### src/stlb_pkg.sv
/*
 * shared TLB package: Sv39 widths, tag and PTE types,
 * LFSR width and reset values
 */
package stlb_pkg;

    ////////////////////
    // address widths
    ////////////////////

    // Sv39 virtual page number, bits 38:12 of the vaddr
    localparam int VPN_W         = 27;
    localparam int VADDR_W       = 39;
    localparam int PAGE_OFFSET_W = 12;
    localparam int ASID_W        = 16;
    localparam int PPN_W         = 44;

    ////////////////////
    // entry types
    ////////////////////

    // translation payload returned to the small TLBs
    typedef struct packed {
        logic [PPN_W-1:0] ppn;
        // global mapping, ignores the asid on compare
        logic             g;
        logic             r;
        logic             w;
        logic             x;
        logic             u;
        logic             a;
        logic             d;
    } stlb_pte_t;

    // tag word, full vpn plus owning asid
    typedef struct packed {
        logic [VPN_W-1:0]  vpn;
        logic [ASID_W-1:0] asid;
    } stlb_tag_t;

    ////////////////////
    // replacement
    ////////////////////

    localparam int LFSR_W = 8;
    // any nonzero seed keeps the sequence alive
    localparam logic [LFSR_W-1:0] LFSR_SEED = 8'hA5;

    // idle value on the update ports
    localparam stlb_pte_t PTE_ZERO = '0;

endpackage
### src/stlb_miss_arbiter.sv
/*
 * decode stage that picks one ITLB or DTLB miss per cycle,
 * drives the array read and registers the requester
 */
`timescale 1ns/10ps

module stlb_miss_arbiter (
    input  logic                       clk_i,
    input  logic                       rst_ni,
    input  logic                       itlb_en_i,
    input  logic                       dtlb_en_i,
    input  logic [stlb_pkg::ASID_W-1:0]  asid_i,
    input  logic                       itlb_access_i,
    input  logic                       itlb_hit_i,
    input  logic [stlb_pkg::VADDR_W-1:0] itlb_vaddr_i,
    input  logic                       dtlb_access_i,
    input  logic                       dtlb_hit_i,
    input  logic [stlb_pkg::VADDR_W-1:0] dtlb_vaddr_i,
    output logic                       itlb_miss_o,
    output logic                       dtlb_miss_o,
    output logic                       rd_en_o,
    output logic [stlb_pkg::VPN_W-1:0]   rd_vpn_o,
    output logic [stlb_pkg::ASID_W-1:0]  rd_asid_o,
    output logic                       stlb_access_o,
    output logic                       req_itlb_o,
    output logic                       req_dtlb_o
);

    import stlb_pkg::*;

    logic itlb_sel;
    logic dtlb_sel;
    logic access_q;
    logic req_itlb_q;
    logic req_dtlb_q;

    // instruction side only when data side is idle
    assign itlb_sel = itlb_en_i & itlb_access_i & ~itlb_hit_i & ~dtlb_access_i;
    assign dtlb_sel = dtlb_en_i & dtlb_access_i & ~dtlb_hit_i;

    assign itlb_miss_o = itlb_sel;
    assign dtlb_miss_o = dtlb_sel;

    // read request into the lookup in the same cycle
    assign rd_en_o   = itlb_sel | dtlb_sel;
    assign rd_vpn_o  = itlb_sel ? itlb_vaddr_i[VADDR_W-1:PAGE_OFFSET_W]
                                : dtlb_vaddr_i[VADDR_W-1:PAGE_OFFSET_W];
    assign rd_asid_o = asid_i;

    ////////////////////
    // requester regs
    ////////////////////

    always_ff @(posedge clk_i or negedge rst_ni) begin
        if (!rst_ni) begin
            access_q   <= 1'b0;
            req_itlb_q <= 1'b0;
            req_dtlb_q <= 1'b0;
        end else begin
            access_q   <= itlb_sel | dtlb_sel;
            req_itlb_q <= itlb_sel;
            req_dtlb_q <= dtlb_sel;
        end
    end

    assign stlb_access_o = access_q;
    assign req_itlb_o    = req_itlb_q;
    assign req_dtlb_o    = req_dtlb_q;

endmodule

### config.mk
export PLATFORM = sky130hd
export DESIGN_NAME = stlb_miss_arbiter
export DESIGN_NICKNAME = d
export VERILOG_FILES = /design/src/stlb_pkg.sv /design/src/stlb_miss_arbiter.sv
export SDC_FILE = /design/constraint.sdc
export NUM_CORES = 1
export LEC_CHECK = 0
export BUFFER_PORTS_ARGS = -buffer_cell sky130_fd_sc_hd__buf_2
export CORE_ASPECT_RATIO = 0.9
export CORE_MARGIN = 10
export CORE_UTILIZATION = 22
export DETAILED_ROUTE_END_ITERATION = 8
export GPL_ROUTABILITY_DRIVEN = 0
export PLACE_DENSITY = 0.82
export SYNTH_ARGS = -nofsm -noshare
export SYNTH_HDL_FRONTEND = slang
export SYNTH_SLANG_ARGS = --single-unit
### constraint.sdc
create_clock -name clk_i -period 1.2 [get_ports clk_i]
set_input_delay 0.12 -clock clk_i [delete_from_list [all_inputs] [get_ports clk_i]]
set_output_delay 0.12 -clock clk_i [all_outputs]
set_load 0.05 [all_outputs]
# Word-level counts from Yosys, hierarchy flattened
# Index checks and enable logic that the tools add are counted.
totals:
  in_bits: 102
  wordCells: 13
  register_bits: 3
classes:
  bitwise_logic: 9
  mux: 1
ops:
  columns: ["cell", "count"]
  rows:
  - ["27-bit two-way mux", 1]
  - ["1-bit bitwise AND", 5]
  - ["1-bit NOT", 3]
  - ["1-bit OR", 1]

# Depth between registers and ports, before layout
depth:
  depth_word: 4
  depth_mapped: 4
  depth_no_buf: 2

# Worst setup path after synthesis
# No wires, ideal clock.
synth_timing:
  path_kind: "input -> register"
  start: "in itlb_hit_i"
  end: "reg access_q, in the netlist stlb_access_o"
  setup_ns: 0.211
  t_required_ns: 0.989
  arrival_time_ns: 1.182
  path_buffers: 1
  stages: 3
  path_slack_ns: -0.193
  cell_sequence: "and4bb_4 > buf_4 > o21bai_1"
synth_between:
  elab_chain_cells: 4
synth_rtl:
  columns: ["element", "line", "source"]
  rows:
  - ["start: declaration", "stlb_miss_arbiter.sv:14", "input logic itlb_hit_i,"]
  - ["1-bit NOT", "stlb_miss_arbiter.sv:38", "assign itlb_sel = itlb_en_i & itlb_access_i & ~itlb_hit_i & ~dtlb_access_i;"]
  - ["1-bit bitwise AND (2 in a row)", "stlb_miss_arbiter.sv:38", null]
  - ["named net itlb_miss_o", "stlb_miss_arbiter.sv:19", "output logic itlb_miss_o,"]
  - ["1-bit OR", null, null]
  - ["named net rd_en_o", "stlb_miss_arbiter.sv:21", "output logic rd_en_o,"]
  - ["end signal: assignment", "stlb_miss_arbiter.sv:60", "access_q <= itlb_sel | dtlb_sel;"]
  - ["end: declaration", "stlb_miss_arbiter.sv:33", "logic access_q;"]
# The timed path passes the listed nets, and every way through them passes these cells.

# Final worst setup path
layout_timing:
  start: "in itlb_hit_i"
  end: "out rd_vpn_o[12] (netlist bit)"
layout_between:
  elab_chain_cells: 4
layout_rtl:
  columns: ["element", "line", "source"]
  rows:
  - ["1-bit NOT", "stlb_miss_arbiter.sv:38", null]
  - ["1-bit bitwise AND (2 in a row)", "stlb_miss_arbiter.sv:38", null]
  - ["27-bit two-way mux", "stlb_miss_arbiter.sv:46", "assign rd_vpn_o = itlb_sel ? itlb_vaddr_i[VADDR_W-1:PAGE_OFFSET_W]"]
  - ["end: declaration", "stlb_miss_arbiter.sv:22", "output logic [stlb_pkg::VPN_W-1:0] rd_vpn_o,"]
# No other way between the ends.

==> summary.md <==
| Metric | Value |
|---|---|
| Status | `finished with violations` |
| Failing checks | `setup timing` |
| Synth-to-layout area growth | `102%` |
| N_diodes | `0` |
| Drt total wl | `between 3000 and 4000 µm` |
| Post-synth EDFFs | `0` |
| Post-synthesis average cell area | `around 12 µm²` |
| RSZ-0062 raised after global routing | `true` |
| TritonCTS buffer count | `3` |
| # Post-CTS Setup Buffers | `0` |
| Pre-CTS setup slack | `-0.226 ns` |
| Starting Density | `0.226` |
| Worst slew margin | `0.829` |
| CTS tree | `done` |
| Crit start category | `input port` |
| Post-route ant nets | `0` |
| Vias post-DR | `between 700 and 800` |
| Max stage delay on crit path | `0.35 ns` |
| IO buf count | `between 90 and 100` |
| Setup violators final | `28` |
| Final Core Density | `0.456` |
| Multi-input gate area | `roughly 400 µm²` |
| Ys async rst share | `1.00` |
| CP cell instances | `buf_2, and4bb_4, buf_12, mux2_4, buf_6` |
| Largest net degree at the start of global routing | `22` |
| Commonest cells post-synth | `buf_4 (17), mux2_2 (17), mux2_4 (10), dfrtp_1 (3)` |
| Post-synth net total | `roughly 160` |
| CP Max Fanout | `21` |
| Final Critical Period | `around 1.4 ns` |
| Core area | `about 2700 µm²` |
| Leakage | `around 0.0007 µW` |
| FMAX | `roughly 0.73 GHz` |
| Remaining Overflow, GRT | `0` |
| Clock buffer depth | `2` |
| Synth warn | `0` |
| Sequential cell area | `between 70 and 80 µm²` |
| # clock sinks | `3` |
| Final net count | `239` |
| DR top layer | `met4` |
| Max-slew violations | `0` |
| FP Rows | `18` |
| Die area | `5290 µm²` |
| Reg clk slew, reported paths | `approximately 0.03 ns` |
| Slew @ Worst Pin | `roughly 0.26 ns` |
| Die X | `~76 µm` |
| Synth Register Bits | `3` |
| Yosys top cell area share | `0.314` |
| Fill count | `roughly 280` |
| Cells after Synth | `53` |
| Synth Flop Type | `dfrtp_1` |
| DPL Wire Length | `roughly 2700 µm` |
| MaxCap Viol Count | `0` |
| Iter 0 DRT Violations | `7` |
| Slowest CP cell | `and4bb_4` |
| Routed met3 length | `between 400 and 500 µm` |
| PD cells | `about 730 nW/µm²` |
| Cells after DPL | `161` |
| Drt pass-1 iters | `2` |
| Die span in y | `roughly 70 µm` |
| Arr. time, crit path | `around 1.3 ns` |
| Area leader, netlist | `mux2_2` |
| Gr usage total | `0.109` |
| Initial antenna violation count | `0` |
| Final Hold Viols | `0` |
| Critical Path RT | `1.08 ns` |
| Synthesized area | `between 600 and 700 µm²` |
| Design area | `1230 µm²` |
| Post-DR vias/cell | `4.34` |
| CTS H-tree lvls | `1` |
| Crit path kind | `input port to primary output` |
| DRC errors left | `0` |
| Seq/Total Area, Yosys | `0.123` |
| Final non-filler cell total | `~170` |
| Setup ws final | `-0.167 ns` |
| Post-synth cell types | `10` |
| Period utilization | `1.14` |
| Vias in the first global route | `about 900` |
| Met1 Routed Length | `851 µm` |
| Top cells by area, synth | `mux2_2 (31%), mux2_4 (25%), buf_4 (21%)` |
| Layout cell share with drive strength beyond 1 | `0.949` |
| First-pass GRT wire length | `about 4400 µm` |
| Peak supply drop | `approximately 0.33 mV` |
| Avg WL per Cell | `about 19 µm` |
| Clk root buf | `clkbuf_4` |
| Worst setup EP type | `primary output` |
| Hold crit path type | `input port to flop` |
| DR WL met2 | `approximately 1800 µm` |
| IO Count | `151` |
| DP Area | `about 1000 µm²` |
-- worst max-delay path: cells and delay by family --
family | cells | cell delay [ns]
buffers and inverters | 3 | 0.44
muxes | 1 | 0.32
and+or+nand+nor | 1 | 0.35
-- power by group --
part	leakage (µW)	internal, µW	switching, µW
Sequential	0.0000404	106	0.885
Combinational	0.000630	271	351
Clock	0.0000150	124	50.2
Total	0.000685	501	402
-- cell families (layout without fill, tap and decap cells) --
logic type	after synthesis	after routing	share of synthesized area
and+or+nand+nor	3	3	0.0389
AOI/OAI and AO/OA	1	1	0.0123
DFF	3	3	0.123
buffers and inverters	19	102	0.266
muxes	27	27	0.559
-- cell usage in the layout (no fill, tap or decap) --
cell | netlist | final
buf_4 | 17 | 3
clkbuf_4 | 0 | 3
and4bb_4 | 1 | 1
nand2_1 | 1 | 1
buf_12 | 1 | 1
clkbuf_1 | 0 | 1
dlygate4sd3_1 | 0 | 1
buf_2 | 0 | 66
buf_6 | 0 | 27
mux2_4 | 10 | 18
nor2_1 | 1 | 1
o21bai_2 | 0 | 1
mux2_2 | 17 | 9
dfrtp_1 | 3 | 3
-- metrics by stage --
| step | hold WS (ns) | TNS, ns | total power [µW] |
|---|---|---|---|
| after floorplan | -0.176 | -0.626 | 604 |
| after global placement | -0.0849 | -5.17 | 627 |
| after detailed placement | -0.0845 | -5.47 | 632 |
| after CTS | 0.0732 | -4.14 | 913 |
| after global routing | 0.0933 | -4.84 | 942 |
| final | 0.0812 | -4.14 | 903 |
-- registers in the layout, summed over array words and instances, names as in the netlist --
signal and cells:
req_itlb_o 1, req_dtlb_o 1, stlb_access_o 1
-- path summary, 6_finish.rpt --
kind                       cells past startpoint       start      endpoint
max                                            5  itlb_hit_i  rd_vpn_o[12]
min                                            2  dtlb_hit_i    req_dtlb_o
max in group asynchronous                      2      rst_ni    req_dtlb_o
min in group asynchronous                      2      rst_ni    req_itlb_o
-- repair_timing --
item                                   4_1_cts  5_1_grt
cloned                                       0        0
endpoints found under the hold margin        3        0
resized for setup                           59        3
hold buffers                                 1        0
setup endpoints to repair                   28       28
-- routing by layer --
metal,up-vias,track usage
met4,0,0.0557
met5,-,0
met3,8,0.0579
li1,335,-
met1,322,0.0784
met2,56,0.212
-- layout make-up --
type | instances | share of cell area
Sequential cell | 3 | 0.0609
Clock buffer | 4 | 0.0213
Timing Repair Buffer | 98 | 0.557
Multi-Input combinational cell | 31 | 0.330
Tap cell | 30 | 0.0305
No activity file was read; power rests on OpenSTA's default activity.
