[config.mk]
export PLATFORM = sky130hd
export DESIGN_NAME = stlb_refill
export DESIGN_NICKNAME = d
export VERILOG_FILES = /design/src/stlb_pkg.sv /design/src/stlb_refill.sv
export SDC_FILE = /design/constraint.sdc
export NUM_CORES = 1
export LEC_CHECK = 0
export BUFFER_PORTS_ARGS = -buffer_cell sky130_fd_sc_hd__buf_2
export CAP_MARGIN = 20
export CORE_AREA = 5 5 187 189
export CTS_CLUSTER_SIZE = 8
export DETAILED_ROUTE_END_ITERATION = 7
export DIE_AREA = 0 0 192 194
export PLACE_DENSITY = 0.4
export SKIP_CTS_REPAIR_TIMING = 1
export SYNTH_ARGS = -nofsm -noshare
export SYNTH_HDL_FRONTEND = slang
export SYNTH_SLANG_ARGS = --single-unit
[constraint.sdc]
create_clock -name clk_i -period 1.4 [get_ports clk_i]
set_input_delay 0.07 -clock clk_i [delete_from_list [all_inputs] [get_ports clk_i]]
set_output_delay 0.07 -clock clk_i [all_outputs]
set_load 0.01 [all_outputs]
[src/stlb_pkg.sv]
/*
 * shared TLB package: Sv39 widths, tag and PTE types,
 * LFSR width and reset values
 */
package stlb_pkg;

    ////////////////////
    // address widths
    ////////////////////

    // Sv39 virtual page number, bits 38:12 of the vaddr
    localparam int VPN_W         = 27;
    localparam int VADDR_W       = 39;
    localparam int PAGE_OFFSET_W = 12;
    localparam int ASID_W        = 16;
    localparam int PPN_W         = 44;

    ////////////////////
    // entry types
    ////////////////////

    // translation payload returned to the small TLBs
    typedef struct packed {
        logic [PPN_W-1:0] ppn;
        // global mapping, ignores the asid on compare
        logic             g;
        logic             r;
        logic             w;
        logic             x;
        logic             u;
        logic             a;
        logic             d;
    } stlb_pte_t;

    // tag word, full vpn plus owning asid
    typedef struct packed {
        logic [VPN_W-1:0]  vpn;
        logic [ASID_W-1:0] asid;
    } stlb_tag_t;

    ////////////////////
    // replacement
    ////////////////////

    localparam int LFSR_W = 8;
    // any nonzero seed keeps the sequence alive
    localparam logic [LFSR_W-1:0] LFSR_SEED = 8'hA5;

    // idle value on the update ports
    localparam stlb_pte_t PTE_ZERO = '0;

endpackage
[src/stlb_refill.sv]
/*
 * result stage: pending requester, way choice with LFSR,
 * array writes and forward to the ITLB or DTLB
 */
`timescale 1ns/10ps

module stlb_refill #(
    parameter int STLB_WAYS = 2
) (
    input  logic                       clk_i,
    input  logic                       rst_ni,
    input  logic                       flush_i,
    input  logic                       req_itlb_i,
    input  logic                       req_dtlb_i,
    input  logic                       lookup_valid_i,
    input  logic                       hit_i,
    input  stlb_pkg::stlb_pte_t         hit_pte_i,
    input  logic [stlb_pkg::VPN_W-1:0]   hit_vpn_i,
    input  logic [stlb_pkg::ASID_W-1:0]  hit_asid_i,
    input  logic                       ptw_update_valid_i,
    input  logic [stlb_pkg::VPN_W-1:0]   ptw_update_vpn_i,
    input  logic [stlb_pkg::ASID_W-1:0]  ptw_update_asid_i,
    input  stlb_pkg::stlb_pte_t         ptw_update_pte_i,
    input  logic [STLB_WAYS-1:0]         wr_set_valid_i,
    output logic [STLB_WAYS-1:0]         wr_en_way_o,
    output logic [stlb_pkg::VPN_W-1:0]   wr_vpn_o,
    output logic [stlb_pkg::ASID_W-1:0]  wr_asid_o,
    output stlb_pkg::stlb_pte_t         wr_pte_o,
    output logic                       itlb_update_valid_o,
    output logic [stlb_pkg::VPN_W-1:0]   itlb_update_vpn_o,
    output logic [stlb_pkg::ASID_W-1:0]  itlb_update_asid_o,
    output stlb_pkg::stlb_pte_t         itlb_update_pte_o,
    output logic                       dtlb_update_valid_o,
    output logic [stlb_pkg::VPN_W-1:0]   dtlb_update_vpn_o,
    output logic [stlb_pkg::ASID_W-1:0]  dtlb_update_asid_o,
    output stlb_pkg::stlb_pte_t         dtlb_update_pte_o
);

    import stlb_pkg::*;

    localparam int WAY_W = (STLB_WAYS > 1) ? $clog2(STLB_WAYS) : 1;

    logic              pend_itlb_q;
    logic              pend_dtlb_q;
    logic [LFSR_W-1:0] lfsr_q;
    logic              all_valid;
    logic [WAY_W-1:0]  inv_way;
    logic [WAY_W-1:0]  rnd_way;
    logic [WAY_W-1:0]  repl_way;
    logic              hit_itlb;
    logic              hit_dtlb;
    logic              fwd_itlb;
    logic              fwd_dtlb;

    ////////////////////
    // way choice
    ////////////////////

    assign all_valid = &wr_set_valid_i;

    // lowest invalid way wins
    always_comb begin
        inv_way = '0;
        for (int w = STLB_WAYS - 1; w >= 0; w--) begin
            if (!wr_set_valid_i[w]) begin
                inv_way = WAY_W'(w);
            end
        end
    end

    assign rnd_way  = WAY_W'(lfsr_q % STLB_WAYS);
    assign repl_way = all_valid ? rnd_way : inv_way;

    // x^8 + x^6 + x^5 + x^4 + 1
    // only steps when a full set is replaced
    always_ff @(posedge clk_i or negedge rst_ni) begin
        if (!rst_ni) begin
            lfsr_q <= LFSR_SEED;
        end else if (ptw_update_valid_i && all_valid) begin
            lfsr_q <= {lfsr_q[LFSR_W-2:0], lfsr_q[7] ^ lfsr_q[5] ^ lfsr_q[4] ^ lfsr_q[3]};
        end
    end

    // array write, one-hot way
    always_comb begin
        wr_en_way_o = '0;
        if (ptw_update_valid_i) begin
            wr_en_way_o[repl_way] = 1'b1;
        end
    end

    assign wr_vpn_o  = ptw_update_vpn_i;
    assign wr_asid_o = ptw_update_asid_i;
    assign wr_pte_o  = ptw_update_pte_i;

    ////////////////////
    // pending requester
    ////////////////////

    // new lookup miss overwrites, walker update retires
    always_ff @(posedge clk_i or negedge rst_ni) begin
        if (!rst_ni) begin
            pend_itlb_q <= 1'b0;
            pend_dtlb_q <= 1'b0;
        end else if (flush_i) begin
            pend_itlb_q <= 1'b0;
            pend_dtlb_q <= 1'b0;
        end else if (lookup_valid_i && !hit_i) begin
            pend_itlb_q <= req_itlb_i;
            pend_dtlb_q <= req_dtlb_i;
        end else if (ptw_update_valid_i) begin
            pend_itlb_q <= 1'b0;
            pend_dtlb_q <= 1'b0;
        end
    end

    ////////////////////
    // forward to TLBs
    ////////////////////

    assign hit_itlb = lookup_valid_i & hit_i & req_itlb_i;
    assign hit_dtlb = lookup_valid_i & hit_i & req_dtlb_i;
    assign fwd_itlb = ptw_update_valid_i & pend_itlb_q;
    assign fwd_dtlb = ptw_update_valid_i & pend_dtlb_q;

    // walker fill takes the port over a same-cycle hit
    always_comb begin
        itlb_update_valid_o = fwd_itlb | hit_itlb;
        itlb_update_vpn_o   = fwd_itlb ? ptw_update_vpn_i : hit_vpn_i;
        itlb_update_asid_o  = fwd_itlb ? ptw_update_asid_i : hit_asid_i;
        itlb_update_pte_o   = PTE_ZERO;
        if (fwd_itlb) begin
            itlb_update_pte_o = ptw_update_pte_i;
        end else if (hit_itlb) begin
            itlb_update_pte_o = hit_pte_i;
        end
    end

    always_comb begin
        dtlb_update_valid_o = fwd_dtlb | hit_dtlb;
        dtlb_update_vpn_o   = fwd_dtlb ? ptw_update_vpn_i : hit_vpn_i;
        dtlb_update_asid_o  = fwd_dtlb ? ptw_update_asid_i : hit_asid_i;
        dtlb_update_pte_o   = PTE_ZERO;
        if (fwd_dtlb) begin
            dtlb_update_pte_o = ptw_update_pte_i;
        end else if (hit_dtlb) begin
            dtlb_update_pte_o = hit_pte_i;
        end
    end

endmodule

---- After elaboration in Yosys (flattened, before gate mapping) ----
Index checks and enable logic that the tools add are counted.
word-level totals
  bits of input ports ..................... 198
  memories kept ........................... 0
  bits in registers ....................... 10
  bits in latches ......................... 0
  bits in writable memories ............... 0
  output and inout port bits .............. 286
  bits in read-only memories .............. 0
cells by class
  divide/modulo/power cells ............... 0
  bitwise logic cells ..................... 10
  $add $sub $neg .......................... 0
  reduce and logical (&&, ||, !) cells .... 6
  shift-type cells ........................ 0
  mux-type cells .......................... 19
  multiply operators ...................... 0
  equality and inequality tests ........... 0
  order comparisons ....................... 2
operators with widths
  cell                  count
  $mux W51              4
  $mux W27              2
  $mux W16              2
  $mux W1               9
  $and A1 B1 Y1         5
  $logic_and A1 B1 Y1   3
  $reduce_bool A3 Y1    1
  $xor A1 B1 Y1         3
  $lt A1 B2 Y1 const B  1
  $mux W2               1
  $or A1 B1 Y1          2
  $reduce_and A2 Y1     1
  $demux W1 S1          1
  $ge A1 B1 Y1 const B  1
  $logic_not A1 Y1      1

---- Longest topological paths before layout ----
Gate-level depths: netlist of run 1.
  depth in word-level cells ............... 8
  depth in mapped cells ................... 7

---- Least setup slack after synthesis of run 1 ----
OpenSTA, ideal clock, no wires.
  path kind ............................... register to output
  from .................................... reg pend_dtlb_q
  to ...................................... out dtlb_update_pte_o[33] in the netlist's numbering
  data required time ...................... 1330 ps
  setup slack ............................. 196 ps
  arrival ................................. 1134 ps
  stages on the path, launching flop included .. 7
  path through ............................ dfrtp_1 -> and2_1 -> buf_2 -> buf_4 -> buf_4 -> nand2_1 -> a21oi_1
RTL lines
  item                    line                RTL
  from (decl)             stlb_refill.sv:44   logic pend_dtlb_q;
  from (signal assigned)  stlb_refill.sv:110  pend_dtlb_q <= req_dtlb_i;
  to (decl)               stlb_refill.sv:36   output stlb_pkg::stlb_pte_t dtlb_update_pte_o

==> results of run 1 <==
==> per-layer routing <==
layer / global-route usage / vias up / routed length [um]
met4: 0.0219 / 0 / 518
met5: 0 / - / 0
met1: 0.137 / 2948 / 11800
li1: - / 3101 / -
met3: 0.0191 / 25 / 2190
met2: 0.206 / 326 / 14000
==> power by group <==
group / internal (W) / switching, W / total [W]
sequential: 0.000373 / 0.0000417 / 0.000415
combinational: 0.000969 / 0.00118 / 0.00215
clock: 0.000430 / 0.000135 / 0.000565
==> registers in the layout, indices dropped and copies added (netlist names) <==
name,count
lfsr_q,8
pend_itlb_q,1
pend_dtlb_q,1
==> kinds of logic (layout without fill, tap and decap cells) <==
family	Yosys count	after routing	share of synthesized area
AND/OR/NAND/NOR	475	475	0.470
buffers and inverters	149	576	0.274
AO/OA/AOI/OAI	106	106	0.157
flip-flops	10	10	0.0665
multiplexers	9	9	0.0258
XOR/XNOR	3	3	0.00685
==> per-stage QoR <==
stage | cell area [um2] | instances | TNS (ns)
finish | 7700 | 1627 | -27.98
global route | 7700 | 1627 | -40.43
CTS | 6360 | 1583 | -27.33
detailed placement | 6280 | 1579 | -0.0752
global placement | 6280 | 1579 | -0.0502
floorplan | 3840 | 752 | 0
==> area by class of cell <==
type | instances | area, um2 | share of cell area
clock buffers | 4 | 88.8 | 0.0115
inverters | 2 | 10.0 | 0.00130
multi-input cells | 593 | 2940 | 0.382
flip-flops and latches | 10 | 255 | 0.0331
well taps | 448 | 561 | 0.0728
repair buffers | 570 | 3850 | 0.500
==> worst max-delay path by stage <==
stage / startpoint / end / slack [ns] / depth (start not counted)
floorplan: pend_dtlb_q / dtlb_update_pte_o[33] / 0.20 / 6
CTS: pend_dtlb_q / dtlb_update_pte_o[14] / -0.30 / 5
detailed placement: pend_dtlb_q / dtlb_update_pte_o[14] / -0.05 / 5
finish: pend_dtlb_q / dtlb_update_pte_o[14] / -0.24 / 6
global route: pend_itlb_q / itlb_update_pte_o[35] / -0.30 / 6
global placement: pend_dtlb_q / dtlb_update_pte_o[14] / -0.04 / 5
==> placed cells by master (no fill, tap or decap), drive strengths merged <==
cell type	n
a21boi	1
a21oi	102
a31oi	2
and2	2
and3	1
buf	552
clkbuf	21
dfrtp	6
dfstp	4
dlygate4sd3	1
inv	2
mux2	7
mux2i	2
nand2	465
nand2b	2
nand3	1
nor2	2
nor2b	2
o21ai	1
xnor2	3
==> flow_summary.ini, run 1 <==
[power]
worst_ir_drop_vdd_uv = 468
power_consumption_w = 0.00313
pwr_density_cell_nw_per_um2 = 406
p_leak_nw = 4.44

[floorplanning]
chipWidth_um = 192
start_util = 0.116
rows = 67
io_pins = 484
vertical_die_dimension_um = 194
core_region_area_um2 = 33100
design.die.area_um2 = 37200

[global_routing]
global_route_wire_length_before_repair_um = 34000
grt_max_degree = 49
grt_antenna_before_repair = 0
first_global_vias = 5896
overflow = 0
track_usage = 0.112

[cts]
cts.sink_count = 10
numCtsBuffers = 3
htreeDepth = 1
clk_path_buf_depth = 2
tritoncts = built
worstSkewPairLatency_ns = 0.23
clock_tree.root_cell = sky130_fd_sc_hd__clkbuf_16
clkSlewWorstSetupHoldPaths_ns = 0.04

[min_path]
timing.hold.worst_endpoint = pend_itlb_q
hp-start = flush_i
hold_path_depth = 2
class_of_the_tightest_hold_or_removal_check = input pin to flip-flop

[critical_path]
r2r.worst_path.cells = 3
crit_buf_inv = 3
timing.critical_path.cells = and2_4 -> a31oi_4 -> buf_12 -> buf_12 -> a21oi_2 -> buf_2
timing.rr.end = lfsr_q[0]
worst_ep_required_time_ns = 1.33
critical-path-max-stage-delay_ns = 0.39
cp_common_cell = sky130_fd_sc_hd__buf_12
worstSetupStartpointType = flip-flop
class_of_the_most_critical_setup_path = flip-flop to output port
cpLargestDelayFamily = buffers and inverters
r2r_slack_ns = 0.41
setup.worst_path.end_class = output port
r2r_start = lfsr_q[5]
critical_path_peak_fanout = 10
cp.arrival_ns = 1.57
critical_path.slowest_cell = sky130_fd_sc_hd__dfrtp_1

[synth]
synth_area_per_cell_um2 = 5.10
synth_top_area_cell = sky130_fd_sc_hd__nand2_1
synth_top_flop_cell = sky130_fd_sc_hd__dfrtp_1
number_of_distinct_library_cells_after_synthesis = 22
yosys-top-cells-area = sky130_fd_sc_hd__nand2_1 45%, sky130_fd_sc_hd__buf_4 20%, sky130_fd_sc_hd__a21oi_1 12%
most_common_cell_in_the_synthesized_netlist = sky130_fd_sc_hd__nand2_1
edff_count_synth = 0
synth_top_cells_by_count = 465 x sky130_fd_sc_hd__nand2_1, 100 x sky130_fd_sc_hd__buf_4, 92 x sky130_fd_sc_hd__a21oi_1
synthesis.nets = 950
ys_async_sr_fraction = 1.00
syn_area_um2 = 3840
synthDominantCellAreaShare = 0.455
synth.yosys.warnings = 0
synth-seq-area-share = 0.0665
netlist_instances = 752
ys_seq_elements = 10

[layout]
synthToLayoutAreaGrowth_pct = 101
layout.nets = 1378
n_fill_cell = 3810
post_route_cells_drive_above_1_share = 0.597
antenna_cells_inserted = 0
finalCoreUtilization = 0.233

[timing]
tightestPinTransition_ns = 0.406
hold_viol = 0
setup_viol_count_final = 190
maxSlewHeadroom = 0.729
final.period_utilization = 1.17
rsz0062_at_grt = yes
fmax_ghz = 0.609
finClkSkew_ns = 0.000512
min_period_ns = 1.64
final_critical_path_setup_slack_ns = -0.242
hold_ws_ns = 0.0238
number_of_slew_limit_violations_in_the_final_report = 0

[drt]
route.final.wire_length_um = 28600
ant_nets = 0
detail_route.vias_per_cell = 3.93
wl_per_cell_um = 17.6
dr.first_iter.drc_count = 193
routed-via-count = 6400
drt-pass1-iter-count = 5
route.detailed.drc = 0

[outcome]
run_status = finished, violations left
violated_checks = negative setup slack

[placement]
place.port_buffers = 483
dpl_worst_slack_ns = -0.0516
gp_congestion = 0.852
hpwl_um = 20000

[flow_run]
max_cap_violations = 0
Note: power is estimated with default switching activity, not from simulation.
==> run 2: changes to the inputs <==
--- a/config.mk
+++ b/config.mk
@@ -7,10 +7,10 @@
 export LEC_CHECK = 0
 export BUFFER_PORTS_ARGS = -buffer_cell sky130_fd_sc_hd__buf_2
 export CAP_MARGIN = 20
-export CORE_AREA = 5 5 187 189
+export CORE_AREA = 3 3 185 187
 export CTS_CLUSTER_SIZE = 8
 export DETAILED_ROUTE_END_ITERATION = 7
-export DIE_AREA = 0 0 192 194
+export DIE_AREA = 0 0 188 190
 export PLACE_DENSITY = 0.4
 export SKIP_CTS_REPAIR_TIMING = 1
 export SYNTH_ARGS = -nofsm -noshare
==> run 2 against run 1 <==
  * The flow still finishes with violations (negative setup slack)
  * Sequential power hardly changed
  * Non-clock buffer count is 12 lower
  * Combinational power hardly changed
  * Via count is 0.34% higher
  * Worst setup slack hardly changed
  * Sequential share of layout area is 0.078 points higher
  * Critical endpoint is now itlb_update_pte_o[31]
==> flow_summary.ini, run 2 (same netlist as run 1, synthesis figures left out) <==
[layout]
layout.cells.most_common = sky130_fd_sc_hd__buf_2
layout.nets = 1367
largest_reg_flops = 8
largest_register_by_flop_count = lfsr_q
final_non_filler_cell_total = 1610
most-common-layout-cells = 475 x sky130_fd_sc_hd__buf_2, 454 x sky130_fd_sc_hd__nand2_1, 68 x sky130_fd_sc_hd__a21oi_2, 29 x sky130_fd_sc_hd__a21oi_1
post_route_cells_drive_above_1_share = 0.566
seq_area_um2 = 255
multi_input_area_um2 = 2870
n_fill_cell = 3772
top_regs = lfsr_q: 8 flops, pend_dtlb_q: 1 flops, pend_itlb_q: 1 flops
synthToLayoutAreaGrowth_pct = 96.1

[global_routing]
track_usage = 0.119
groute.layer.met3.usage = 0.0192
grt_max_degree = 52
overflow = 0
grt_antenna_before_repair = 2
grt_use_met1 = 0.145
grt.busiest_layer = met2
grt_util_met2 = 0.217
global_route_wire_length_before_repair_um = 33900
first_global_vias = 5813

[power]
p_leak_nw = 4.34
worst_ir_drop_vdd_uv = 269
pwr_density_cell_nw_per_um2 = 404

[timing]
maxSlewHeadroom = 0.732
hold_viol = 0
finClkSkew_ns = 0.00112
fmax_ghz = 0.609
hold_ws_ns = 0.0351
tightestPinTransition_ns = 0.400
final.period_utilization = 1.17
rsz0062_at_grt = yes
final_critical_path_setup_slack_ns = -0.242
setup_viol_count_final = 190
min_period_ns = 1.64
number_of_slew_limit_violations_in_the_final_report = 0

[drt]
routed-via-count = 6422
drt-pass1-iter-count = 4
dr.first_iter.drc_count = 240
route.final.wire_length_um = 30300
route.detailed.drc = 0
detail_route.vias_per_cell = 3.99
wl_per_cell_um = 18.8
ant_nets = 0

[critical_path]
critical_path.slowest_cell = sky130_fd_sc_hd__dfrtp_1
cpLargestDelayFamily = buffers and inverters
setup.worst_path.end_class = output port
critical-path-max-stage-delay_ns = 0.40
r2r_slack_ns = 0.39
r2r_start = lfsr_q[5]
cp.arrival_ns = 1.57
r2r.worst_path.cells = 3
worst_ep_required_time_ns = 1.33
crit_path_start = pend_itlb_q
critical_path_peak_fanout = 8
timing.rr.end = lfsr_q[0]
worstSetupStartpointType = flip-flop
timing.critical_path.cells = and2_4 -> a31oi_4 -> buf_12 -> clkbuf_16 -> a21oi_1 -> buf_2
class_of_the_most_critical_setup_path = flip-flop to output port
crit_buf_inv = 3

[cts]
clock_tree.root_cell = sky130_fd_sc_hd__clkbuf_16
htreeDepth = 1
clkSlewWorstSetupHoldPaths_ns = 0.04
clk_path_buf_depth = 2
cts.sink_count = 10
numCtsBuffers = 3
worstSkewPairLatency_ns = 0.23
tritoncts = built

[placement]
gp_congestion = 0.823
hpwl_um = 20000
place.port_buffers = 483
placedCellCount = 1557

[floorplanning]
design.die.area_um2 = 35700
core_region_area_um2 = 32600
io_pins = 484
chipWidth_um = 188
start_util = 0.118
rows = 66
vertical_die_dimension_um = 190

[outcome]
run_status = finished, violations left
violated_checks = negative setup slack

[min_path]
hp-start = flush_i
timing.hold.worst_endpoint = pend_itlb_q
class_of_the_tightest_hold_or_removal_check = input pin to flip-flop
hold_path_depth = 2

[flow_run]
max_cap_violations = 0
## run 2: how the worst max path moves through the flow
stage                                 end  slack [ns]  cells after the start
finish              itlb_update_pte_o[31]       -0.24                      6
floorplan           dtlb_update_pte_o[33]        0.20                      6
global route        itlb_update_pte_o[14]       -0.30                      6
global placement    dtlb_update_pte_o[13]       -0.09                      5
CTS                 dtlb_update_pte_o[13]       -0.36                      5
detailed placement  dtlb_update_pte_o[13]       -0.10                      5
## run 2: through the flow
step / TNS, ns / util / worst slack [ns] / power, W / cell area (um2)
floorplan: 0 / - / 0.196 / 0.00139 / 3840
global placement: -0.102 / 0.188 / -0.0900 / 0.00223 / 6140
detailed placement: -0.142 / 0.188 / -0.104 / 0.00223 / 6140
CTS: -28.05 / 0.190 / -0.359 / 0.00273 / 6210
global route: -42.79 / 0.231 / -0.302 / 0.00326 / 7520
finish: -30.17 / 0.231 / -0.242 / 0.00304 / 7520
## run 2: layout make-up
type / count / share of cell area
Timing Repair Buffer: 558 / 0.499
Multi-Input combinational cell: 594 / 0.382
Tap cell: 442 / 0.0735
Sequential cell: 10 / 0.0339
Clock buffer: 3 / 0.00998
Inverter: 2 / 0.000998
Antenna cell: 1 / 0.000333
## run 2: power by group
part / internal (W) / switching, W / total (W)
logic: 0.000948 / 0.00119 / 0.00214
clock network: 0.000369 / 0.000118 / 0.000487
registers: 0.000373 / 0.0000403 / 0.000414
## run 2: metal layers
metal,wire length [um],share of wire,up-vias
li1,-,-,3082
met4,679,0.022,2
met5,12,0.00040,-
met1,13000,0.43,2946
met3,1960,0.065,34
met2,14600,0.48,358
==> run 3: changes to the inputs <==
--- a/config.mk
+++ b/config.mk
@@ -12,6 +12,7 @@
 export DETAILED_ROUTE_END_ITERATION = 7
 export DIE_AREA = 0 0 188 190
 export PLACE_DENSITY = 0.4
+export SETUP_SLACK_MARGIN = 0.2
 export SKIP_CTS_REPAIR_TIMING = 1
 export SYNTH_ARGS = -nofsm -noshare
 export SYNTH_HDL_FRONTEND = slang
==> run 3 against run 2 <==
  * The run still ends with negative setup slack left
  * Non-clock buffer count grew 1
  * Final cell count is essentially flat
  * First-iteration DRC count grew 3.8%
  * Clock skew shrank 0.00055 ns
  * Count of clock-buffer cells in the layout is the same
  * Flip-flop and latch count is the same
  * Utilization grew 0.084 points
  * Worst setup slack lost 0.0021 ns
  * Via count grew 0.59%
  * Register-to-register slack is essentially flat
  * Worst hold slack lost 0.0019 ns
  * Critical path type unchanged
  * Maximum frequency shrank 0.13%
==> flow_summary.ini, run 3 (same netlist as run 1, synthesis figures left out) <==
[layout]
multi_input_area_um2 = 2880
layout.nets = 1368
largest_register_by_flop_count = lfsr_q
most-common-layout-cells = 473 x sky130_fd_sc_hd__buf_2, 454 x sky130_fd_sc_hd__nand2_1, 68 x sky130_fd_sc_hd__a21oi_2, 29 x sky130_fd_sc_hd__a21oi_1
top_regs = lfsr_q: 8 flops, pend_dtlb_q: 1 flops, pend_itlb_q: 1 flops
final_cell_area_um2 = 7550
largest_reg_flops = 8
post_route_cells_drive_above_1_share = 0.567
synthToLayoutAreaGrowth_pct = 96.8
seq_area_um2 = 255
n_fill_cell = 3769
layout.cells.most_common = sky130_fd_sc_hd__buf_2

[cts]
tritoncts = built
htreeDepth = 1
clkSlewWorstSetupHoldPaths_ns = 0.04
cts.sink_count = 10
numCtsBuffers = 3
clk_path_buf_depth = 2
clock_tree.root_cell = sky130_fd_sc_hd__clkbuf_16
worstSkewPairLatency_ns = 0.23

[drt]
met1_length_um = 13000
dr.first_iter.drc_count = 249
ant_nets = 0
met3_wirelength_um = 1990
wl_per_cell_um = 18.8
wl_met2_um = 14600
route.detailed.drc = 0
routed-via-count = 6460
detail_route.vias_per_cell = 4.01
route.final.wire_length_um = 30300
topRoutingLayerUsed = met5
drt-pass1-iter-count = 5

[critical_path]
critical_path_peak_fanout = 8
r2r.worst_path.cells = 3
worstSetupStartpointType = flip-flop
timing.critical_path.cells = and2_4 -> a31oi_4 -> buf_12 -> clkbuf_16 -> a21oi_1 -> buf_2
worst_ep_required_time_ns = 1.33
crit_buf_inv = 3
critical_path.slowest_cell = sky130_fd_sc_hd__dfrtp_1
r2r_slack_ns = 0.40
timing.rr.end = lfsr_q[0]
setup.worst_path.end_class = output port
class_of_the_most_critical_setup_path = flip-flop to output port
cp.arrival_ns = 1.57
r2r_start = lfsr_q[5]
cpLargestDelayFamily = buffers and inverters
critical-path-max-stage-delay_ns = 0.40

[placement]
gp_congestion = 0.823
placed_cell_area_um2 = 6140
place.port_buffers = 483
hpwl_um = 20000

[global_routing]
track_usage = 0.119
global_route_wire_length_before_repair_um = 33900
grt_antenna_before_repair = 2
overflow = 0
first_global_vias = 5813
grt_max_degree = 52

[timing]
setup_viol_count_final = 190
hold_viol = 0
fmax_ghz = 0.608
final.period_utilization = 1.17
maxSlewHeadroom = 0.730
final_critical_path_setup_slack_ns = -0.244
rsz0062_at_grt = yes
number_of_slew_limit_violations_in_the_final_report = 0
tightestPinTransition_ns = 0.404
finClkSkew_ns = 0.000574
min_period_ns = 1.64

[floorplanning]
start_util = 0.118
core_region_area_um2 = 32600
chipWidth_um = 188
io_pins = 484
vertical_die_dimension_um = 190
rows = 66
design.die.area_um2 = 35700

[power]
power_consumption_w = 0.00309
power.share.sequential = 0.134
pwr_density_cell_nw_per_um2 = 409
worst_ir_drop_vdd_uv = 270
pwr-share-clk = 0.159
comb_power_share = 0.707
switching_share = 0.442
internal-power_w = 0.00172
p_leak_nw = 4.35
net-switching-power_w = 0.00136

[outcome]
run_status = finished, violations left
violated_checks = negative setup slack

[min_path]
timing.hold.worst_endpoint = pend_itlb_q
hold_path_depth = 2
class_of_the_tightest_hold_or_removal_check = input pin to flip-flop
hp-start = flush_i

[flow_run]
max_cap_violations = 0
## run 3: cell types whose count changed in the layout (fill, tap and decap cells not counted)
cell	before	now
sky130_fd_sc_hd__buf_2	475	473
sky130_fd_sc_hd__buf_4	17	18
sky130_fd_sc_hd__buf_6	16	18
sky130_fd_sc_hd__nand2b_1	2	1
sky130_fd_sc_hd__nand2b_4	0	1
## run 3: through the flow
stage / hold WS, ns / cells / TNS, ns / utilization / setup slack, ns
detailed placement: -0.0526 / 1557 / -0.142 / 0.188 / -0.104
global placement: -0.0534 / 1557 / -0.102 / 0.188 / -0.0900
global route: 0.0510 / 1610 / -42.77 / 0.231 / -0.302
finish: 0.0332 / 1611 / -30.41 / 0.231 / -0.244
floorplan: -0.226 / 752 / 0 / - / 0.196
CTS: -0.301 / 1560 / -28.05 / 0.190 / -0.359
## run 3: layout make-up
cell class                      count  share of cell area
Timing Repair Buffer              559               0.500
Multi-Input combinational cell    594               0.382
Tap cell                          442              0.0733
Sequential cell                    10              0.0338
Clock buffer                        3             0.00994
Inverter                            2            0.000994
Antenna cell                        1            0.000331
## run 3: layer usage
metal,GRT usage,vias to the layer above
li1,-,3084
met1,0.145,2969
met2,0.217,365
met3,0.0192,40
met4,0.0346,2
met5,0,-
## run 3: power groups by stage
stage / clock (W) / sequential, W / combinational, W
final: 0.000492 / 0.000412 / 0.00218
after detailed placement: 0 / 0.000419 / 0.00181
after global placement: 0 / 0.000417 / 0.00182
after floorplan: 0 / 0.000403 / 0.000983
after CTS: 0.000503 / 0.000416 / 0.00182
after global routing: 0.000517 / 0.000423 / 0.00236
## run 3: worst max-delay path by stage
| stage | startpoint | to | slack [ns] | depth (start not counted) |
|---|---|---|---|---|
| 5_1_grt | pend_itlb_q | itlb_update_pte_o[14] | -0.30 | 6 |
| 4_1_cts | pend_dtlb_q | dtlb_update_pte_o[13] | -0.36 | 5 |
| 3_5_place_dp | pend_dtlb_q | dtlb_update_pte_o[13] | -0.10 | 5 |
| 3_3_place_gp | pend_dtlb_q | dtlb_update_pte_o[13] | -0.09 | 5 |
| 2_1_floorplan | pend_dtlb_q | dtlb_update_pte_o[33] | 0.20 | 6 |
| 6_report | pend_itlb_q | itlb_update_pte_o[31] | -0.24 | 6 |
